File: config.mk
export PLATFORM = sky130hd
export DESIGN_NAME = asm_assembler_in
export DESIGN_NICKNAME = d
export VERILOG_FILES = /design/src/asm_data_pkg.sv /design/src/asm_ctrl_pkg.sv /design/src/asm_sel_if.sv /design/src/asm_rr_ctrl.sv /design/src/asm_rr_xbar.sv /design/src/asm_lane_fifo.sv /design/src/asm_assembler_in.sv
export VERILOG_INCLUDE_DIRS = /design/src
export SDC_FILE = /design/constraint.sdc
export NUM_CORES = 1
export LEC_CHECK = 0
export BUFFER_PORTS_ARGS = -buffer_cell sky130_fd_sc_hd__buf_2
export CAP_MARGIN = 20
export CORE_UTILIZATION = 54
export CTS_CLUSTER_DIAMETER = 60
export CTS_CLUSTER_SIZE = 10
export DETAILED_ROUTE_END_ITERATION = 6
export PLACE_DENSITY = 0.77
export SLEW_MARGIN = 15
export SYNTH_ARGS = -nofsm -noshare
export SYNTH_HDL_FRONTEND = slang
export SYNTH_SLANG_ARGS = --single-unit
File: constraint.sdc
create_clock -name clk -period 3.5 [get_ports clk]
set_clock_uncertainty 0.1 [all_clocks]
set_input_delay 0.175 -clock clk [delete_from_list [all_inputs] [get_ports clk]]
set_output_delay 0.175 -clock clk [all_outputs]
set_load 0.1 [all_outputs]
File: src/asm_settings.svh
// channel assembler sizing

`ifndef ASM_SETTINGS_SVH
`define ASM_SETTINGS_SVH

// bits per channel word
`define ASM_WIDTH 8

// narrow input channels feeding the assembler
`define ASM_NUM_IN 4

// output lanes making up one wide word
`define ASM_NUM_OUT 4

`endif

File: src/asm_data_pkg.sv
// channel assembler data types

`include "asm_settings.svh"

package asm_data_pkg;

   // index widths never drop below one bit
   localparam int IN_IDX_W  = (`ASM_NUM_IN > 1) ? $clog2(`ASM_NUM_IN) : 1;
   localparam int OUT_IDX_W = (`ASM_NUM_OUT > 1) ? $clog2(`ASM_NUM_OUT) : 1;

   // one narrow channel word
   typedef logic [`ASM_WIDTH-1:0] word_t;

   // lane 0 sits in the least significant word
   typedef word_t [`ASM_NUM_OUT-1:0] wide_t;

   // input channel index
   typedef logic [IN_IDX_W-1:0] in_idx_t;

   // output lane index
   typedef logic [OUT_IDX_W-1:0] out_idx_t;

endpackage

File: src/asm_ctrl_pkg.sv
// channel assembler control types

package asm_ctrl_pkg;

   // link calibration state
   typedef enum logic
   {
      LINK_DOWN = 1'b0,
      LINK_UP   = 1'b1
   } link_state_e;

endpackage

File: src/asm_sel_if.sv
// round-robin selection interface

interface asm_sel_if;

   // channel currently being drained
   asm_data_pkg::in_idx_t  in_ptr;

   // lane receiving the next word
   asm_data_pkg::out_idx_t out_ptr;

   // words may move only while this is high
   logic                   link_up;

   // a word moves from in_ptr to out_ptr this cycle
   logic                   fire;

   modport ctrl
   (
      output in_ptr,
      output out_ptr,
      output link_up,
      input  fire
   );

   modport xbar
   (
      input  in_ptr,
      input  out_ptr,
      input  link_up,
      output fire
   );

endinterface

File: src/asm_rr_ctrl.sv
// round-robin control
// link state, pointers and wide-word valid

`include "asm_settings.svh"

module asm_rr_ctrl
(
   input  logic                   clk,
   input  logic                   reset_i,
   input  logic                   calibration_done_i,
   input  asm_data_pkg::in_idx_t  in_top_channel_i,
   input  asm_data_pkg::out_idx_t out_top_channel_i,
   input  logic [`ASM_NUM_OUT-1:0] lane_valid_i,
   output logic                   valid_o,
   asm_sel_if.ctrl                sel
);

   asm_ctrl_pkg::link_state_e state_r;
   asm_ctrl_pkg::link_state_e state_n;
   asm_data_pkg::in_idx_t     in_ptr_r;
   asm_data_pkg::out_idx_t    out_ptr_r;
   logic                      lanes_full;

   always_comb
   begin
      state_n = state_r;
      case (state_r)
         asm_ctrl_pkg::LINK_DOWN:
            if (calibration_done_i)
               state_n = asm_ctrl_pkg::LINK_UP;
         asm_ctrl_pkg::LINK_UP:
            if (!calibration_done_i)
               state_n = asm_ctrl_pkg::LINK_DOWN;
         default:
            state_n = asm_ctrl_pkg::LINK_DOWN;
      endcase
   end

   always_ff @(posedge clk)
   begin
      if (reset_i)
         state_r <= asm_ctrl_pkg::LINK_DOWN;
      else
         state_r <= state_n;
   end

   // pointers return to zero whenever the link is or goes down
   always_ff @(posedge clk)
   begin
      if (reset_i || state_n == asm_ctrl_pkg::LINK_DOWN)
      begin
         in_ptr_r  <= '0;
         out_ptr_r <= '0;
      end
      else if (sel.fire)
      begin
         in_ptr_r  <= (in_ptr_r == in_top_channel_i) ? '0 : in_ptr_r + 1'b1;
         out_ptr_r <= (out_ptr_r == out_top_channel_i) ? '0 : out_ptr_r + 1'b1;
      end
   end

   // lanes above the top index do not take part in the wide word
   always_comb
   begin
      lanes_full = 1'b1;
      for (int k = 0; k < `ASM_NUM_OUT; k++)
      begin
         if (k <= int'(out_top_channel_i) && !lane_valid_i[k])
            lanes_full = 1'b0;
      end
   end

   assign valid_o = lanes_full && (state_r == asm_ctrl_pkg::LINK_UP);

   // stop moving words as soon as calibration drops
   assign sel.link_up = (state_r == asm_ctrl_pkg::LINK_UP) && calibration_done_i;
   assign sel.in_ptr  = in_ptr_r;
   assign sel.out_ptr = out_ptr_r;

endmodule

File: src/asm_rr_xbar.sv
// channel to lane crossbar

`include "asm_settings.svh"

module asm_rr_xbar
(
   input  logic [`ASM_NUM_IN-1:0]  valid_i,
   input  asm_data_pkg::word_t     data_i [`ASM_NUM_IN],
   output logic [`ASM_NUM_IN-1:0]  yumi_o,
   input  logic [`ASM_NUM_OUT-1:0] enq_ready_i,
   output logic [`ASM_NUM_OUT-1:0] enq_valid_o,
   output asm_data_pkg::word_t     enq_data_o,
   asm_sel_if.xbar                 sel
);

   logic chan_valid;
   logic lane_ready;
   logic fire;

   // the channel under the input pointer
   assign chan_valid = valid_i[sel.in_ptr];

   // the lane under the output pointer
   assign lane_ready = enq_ready_i[sel.out_ptr];

   // a transfer needs a word, room for it and a live link
   assign fire = sel.link_up && chan_valid && lane_ready;

   assign sel.fire = fire;

   // accept goes back only to the selected channel
   always_comb
   begin
      yumi_o = '0;
      for (int i = 0; i < `ASM_NUM_IN; i++)
      begin
         if (i == int'(sel.in_ptr))
            yumi_o[i] = fire;
      end
   end

   // write strobe goes only to the selected lane
   always_comb
   begin
      enq_valid_o = '0;
      for (int k = 0; k < `ASM_NUM_OUT; k++)
      begin
         if (k == int'(sel.out_ptr))
            enq_valid_o[k] = fire;
      end
   end

   // every lane sees the same word, only one of them writes it
   assign enq_data_o = data_i[sel.in_ptr];

endmodule

File: src/asm_lane_fifo.sv
// two-entry lane FIFO

module asm_lane_fifo
(
   input  logic                clk,
   input  logic                reset_i,
   input  logic                enq_valid_i,
   output logic                enq_ready_o,
   input  asm_data_pkg::word_t enq_data_i,
   output logic                deq_valid_o,
   output asm_data_pkg::word_t deq_data_o,
   input  logic                deq_yumi_i
);

   asm_data_pkg::word_t mem_r [2];
   logic                head_r;
   logic                tail_r;
   logic [1:0]          count_r;
   logic                enq;
   logic                deq;

   assign enq_ready_o = (count_r != 2'd2);
   assign deq_valid_o = (count_r != 2'd0);
   assign deq_data_o  = mem_r[head_r];

   assign enq = enq_valid_i && enq_ready_o;

   // an acknowledge on an empty lane is ignored
   assign deq = deq_yumi_i && deq_valid_o;

   always_ff @(posedge clk)
   begin
      if (reset_i)
      begin
         head_r  <= 1'b0;
         tail_r  <= 1'b0;
         count_r <= 2'd0;
      end
      else
      begin
         if (enq)
            tail_r <= ~tail_r;
         if (deq)
            head_r <= ~head_r;
         // simultaneous push and pop leaves the count alone
         if (enq && !deq)
            count_r <= count_r + 2'd1;
         else if (deq && !enq)
            count_r <= count_r - 2'd1;
      end
   end

   always_ff @(posedge clk)
   begin
      if (enq)
         mem_r[tail_r] <= enq_data_i;
   end

endmodule

File: src/asm_assembler_in.sv
// channel assembler top level
// round-robin channels into atomic wide words

`include "asm_settings.svh"

module asm_assembler_in
(
   input  logic                    clk,
   input  logic                    reset_i,
   input  logic                    calibration_done_i,
   input  logic [`ASM_NUM_IN-1:0]  valid_i,
   input  asm_data_pkg::word_t     data_i [`ASM_NUM_IN],
   output logic [`ASM_NUM_IN-1:0]  yumi_o,
   input  asm_data_pkg::in_idx_t   in_top_channel_i,
   input  asm_data_pkg::out_idx_t  out_top_channel_i,
   output logic                    valid_o,
   output asm_data_pkg::wide_t     data_o,
   input  logic                    yumi_i
);

   wire [`ASM_NUM_OUT-1:0] enq_valid;
   wire [`ASM_NUM_OUT-1:0] enq_ready;
   wire [`ASM_NUM_OUT-1:0] lane_valid;
   asm_data_pkg::word_t    enq_data;

   asm_sel_if sel ();

   asm_rr_ctrl ctrl0
   (
      .clk                (clk),
      .reset_i            (reset_i),
      .calibration_done_i (calibration_done_i),
      .in_top_channel_i   (in_top_channel_i),
      .out_top_channel_i  (out_top_channel_i),
      .lane_valid_i       (lane_valid),
      .valid_o            (valid_o),
      .sel                (sel.ctrl)
   );

   asm_rr_xbar xbar0
   (
      .valid_i     (valid_i),
      .data_i      (data_i),
      .yumi_o      (yumi_o),
      .enq_ready_i (enq_ready),
      .enq_valid_o (enq_valid),
      .enq_data_o  (enq_data),
      .sel         (sel.xbar)
   );

   // one FIFO per lane, all dequeued together by the wide acknowledge
   for (genvar k = 0; k < `ASM_NUM_OUT; k++)
   begin : g_lane
      asm_lane_fifo lane
      (
         .clk         (clk),
         .reset_i     (reset_i),
         .enq_valid_i (enq_valid[k]),
         .enq_ready_o (enq_ready[k]),
         .enq_data_i  (enq_data),
         .deq_valid_o (lane_valid[k]),
         .deq_data_o  (data_o[k]),
         .deq_yumi_i  (yumi_i)
      );
   end

endmodule

==> impl_metrics.py <==
metrics = {
    "clock_tree": {
        "clockRootBuffer": "clkbuf_8",
        "numCtsBuffers": 9,
        "cts_resized": 0,
        "clock_sinks": 89,
        "clockBufferDepth": 2,
        "cts_tree": "yes",
        "h-tree-depth": 3,
        "clkLatencyLatePin_ns": 0.34,
        "postCtsSetupRepairBufs": 0,
        "holdBufCountCts": 0,
        "clk_pin_slew_ns": 0.09,
    },
    "yosys": {
        "syn_avg_cell_area_um2": 13.9,
        "yosysSeqAreaShare": 0.617,
        "yosysUniqueCellTypes": 34,
        "ys_async_sr_fraction": 0,
        "syn-num-nets": 338,
        "synthesis.area_um2": 3930,
        "netlist_instances": 282,
        "ys_ff_latch": 89,
        "synth_edf_count": 64,
        "ys.flop_type": "edfxtp_1",
        "synth_warnings": 0,
    },
    "floorplanning": {
        "io_pins": 81,
        "start_util": 0.568,
        "die_w_um": 87.3,
        "rows": 30,
        "core_area_um2": 6910,
        "die_area_um2": 7620,
        "die_y_um": 87.3,
    },
    "worst_setup_path": {
        "worstPathArrival_ns": 2.49,
        "worstSetupPathType": "flip-flop to flip-flop",
        "cp.required_ns": 3.42,
        "critPathLaunchType": "flip-flop",
        "endpoint_kind": "flip-flop",
        "path_max_fanout": 12,
    },
    "placed_design": {
        "place.gp.congestion": 0.828,
        "place_inst": 453,
        "hpwl_mm": 5.49,
        "portBuffers": 80,
    },
    "sta": {
        "max_slew_margin": 0.621,
        "rsz0062_at_grt": "no",
        "hold_viol": 0,
        "setup_viol": 0,
        "fin_crit_sh": 0.737,
        "maxSlewViolCount": 0,
        "hold_ws_ns": 0.0828,
        "worst_pin_slew_ns": 0.567,
        "tns_ns": 0,
        "fmax_mhz": 388,
        "fin_crit_ns": 2.58,
    },
    "cells_and_area": {
        "antennaDiodeCount": 0,
        "multiInputGateArea_um2": 1390,
        "nFillCells": 521,
        "final_cells": 469,
        "fin_nets": 424,
        "final_util": 0.670,
        "syn_to_final_growth_pct": 17.8,
        "drive_above_1_share": 0.394,
        "register_area_um2": 2420,
    },
    "global_routing": {
        "grt_pass1_wl_mm": 12.3,
        "grt_pass1_vias": 2526,
        "grt.total_usage": 0.219,
        "antenna_found_initial": 0,
        "grt-ovfl-total": 0,
        "grt_max_degree": 22,
    },
    "power_and_ir_drop": {
        "p_per_area_nw_per_um2": 508,
        "power_leakage_uw": 0.00176,
        "ir_drop_mv": 0.210,
    },
    "routing": {
        "wl_mm": 7.66,
        "vias": 2554,
        "via_per_inst": 5.45,
        "ant_nets": 0,
        "first_iter_violations": 123,
        "drcViolationCount": 0,
        "firstDrtPassIters": 4,
        "post_drt_wl_per_cell_um": 16.3,
    },
    "hold_path": {
        "hp-class": "primary input to flip-flop",
    },
    "outcome": {
        "outcome": "finished clean",
    },
    "job": {
        "max-cap-violations": 0,
    },
}
## cell usage after synthesis, types with 2 or more instances
| cell | count | area [µm²] |
|---|---|---|
| mux2_2 | 32 | 360 |
| a21oi_1 | 10 | 50.1 |
| ha_1 | 12 | 150 |
| mux4_2 | 8 | 180 |
| or3_1 | 4 | 25.0 |
| o22ai_1 | 2 | 12.5 |
| edfxtp_1 | 64 | 1920 |
| and3_1 | 4 | 25.0 |
| nor3_1 | 8 | 40.0 |
| or4_4 | 3 | 33.8 |
| a31oi_1 | 2 | 12.5 |
| o21a_1 | 4 | 30.0 |
| clkbuf_1 | 9 | 33.8 |
| nand2_1 | 3 | 11.3 |
| mux2i_1 | 2 | 20.0 |
| o31ai_1 | 4 | 30.0 |
| o21ai_0 | 18 | 90.1 |
| dfxtp_1 | 25 | 500 |
| xor2_1 | 16 | 140 |
| or4_1 | 2 | 15.0 |
| nor2_1 | 19 | 71.3 |
| inv_1 | 17 | 63.8 |
| nor4bb_1 | 2 | 20.0 |
| buf_2 | 2 | 10.0 |
## power by group
part           leakage [µW]  switching, µW  internal [µW]
Combinational      0.000889            352            134
Clock             0.0000929            382            272
Sequential         0.000778           46.3           1160
## routing by layer
layer | wire length [µm] | vias to the layer above | track usage | part of all wire
li1 | - | 1221 | - | -
met1 | 3390 | 1213 | 0.292 | 0.44
met2 | 3700 | 114 | 0.360 | 0.48
met3 | 484 | 6 | 0.0493 | 0.063
met4 | 83 | 0 | 0.0671 | 0.011
met5 | 0 | - | 0 | 0
## registers in the layout, indices dropped and copies added (netlist names), named ones only
signal and flops:
g_lane.lane.tail_r 4, g_lane.lane.count_r 8, ctrl0.sel.in_ptr 2, ctrl0.sel.out_ptr 2, ctrl0.state_r 1, g_lane.lane.mem_r 64
g_lane.lane.head_r 4
## critical path, stage by stage, from the launching register on
cell and delay, ns:
dfxtp_1 0.52, nor4bb_1 0.14, or4_4 0.65, or4_1 0.56, inv_1 0.28
## path summary, 6_finish.rpt
path | slack, ns | to | depth (start not counted) | startpoint
setup / recovery | 0.92 | g_lane[2].lane.mem_r[0][2] | 4 | ctrl0.sel.out_ptr[1]
hold / removal | 0.08 | ctrl0.state_r | 3 | calibration_done_i
setup reg to reg | 0.92 | g_lane[2].lane.mem_r[0][2] | 4 | ctrl0.sel.out_ptr[1]
hold reg to reg | 0.39 | g_lane[2].lane.tail_r | 2 | g_lane[2].lane.tail_r
## stage by stage
step	total power [µW]	area, µm²	worst slack [ns]
2_1_floorplan	1620	3930	0.279
3_3_place_gp	1710	4440	1.03
3_5_place_dp	1720	4440	0.954
4_1_cts	2360	4630	0.932
5_1_grt	2450	4630	0.751
6_report	2350	4630	0.922
## kinds of logic (layout without fill, tap and decap cells)
group / after synthesis / after routing / synth area share
flops: 89 / 89 / 0.617
simple gates: 52 / 52 / 0.0743
compound gates: 42 / 42 / 0.0618
mux: 42 / 42 / 0.143
buf+inv: 29 / 120 / 0.0303
xor+xnor: 16 / 16 / 0.0357
fa+ha+maj: 12 / 12 / 0.0382
## final cells by class
class	count	share of cell area
clock buffers	9	0.0268
clock inverters	7	0.0127
inverters	17	0.0138
multi-input cells	164	0.299
flip-flops and latches	89	0.524
well taps	96	0.0260
repair buffers	87	0.0979
## cells in the final DEF, fill, tap and decap left out, types with 2 or more instances in the layout
| cell | Yosys | layout |
|---|---|---|
| a21oi_1 | 10 | 10 |
| a31oi_1 | 2 | 2 |
| and3_1 | 4 | 4 |
| buf_2 | 2 | 80 |
| buf_4 | 0 | 7 |
| clkbuf_8 | 0 | 9 |
| dfxtp_1 | 25 | 25 |
| edfxtp_1 | 64 | 64 |
| ha_1 | 12 | 12 |
| inv_1 | 17 | 17 |
| inv_6 | 0 | 4 |
| mux2_2 | 32 | 32 |
| mux2i_1 | 2 | 2 |
| mux4_2 | 8 | 8 |
| nand2_1 | 3 | 3 |
| nor2_1 | 19 | 19 |
| nor3_1 | 8 | 8 |
| nor4bb_1 | 2 | 2 |
| o21a_1 | 4 | 4 |
| o21ai_0 | 18 | 18 |
| o22ai_1 | 2 | 2 |
| o31ai_1 | 4 | 4 |
| or3_1 | 4 | 4 |
| or4_1 | 2 | 2 |
| or4_4 | 3 | 3 |
| xor2_1 | 16 | 16 |
(Power assumes the default switching activity.)
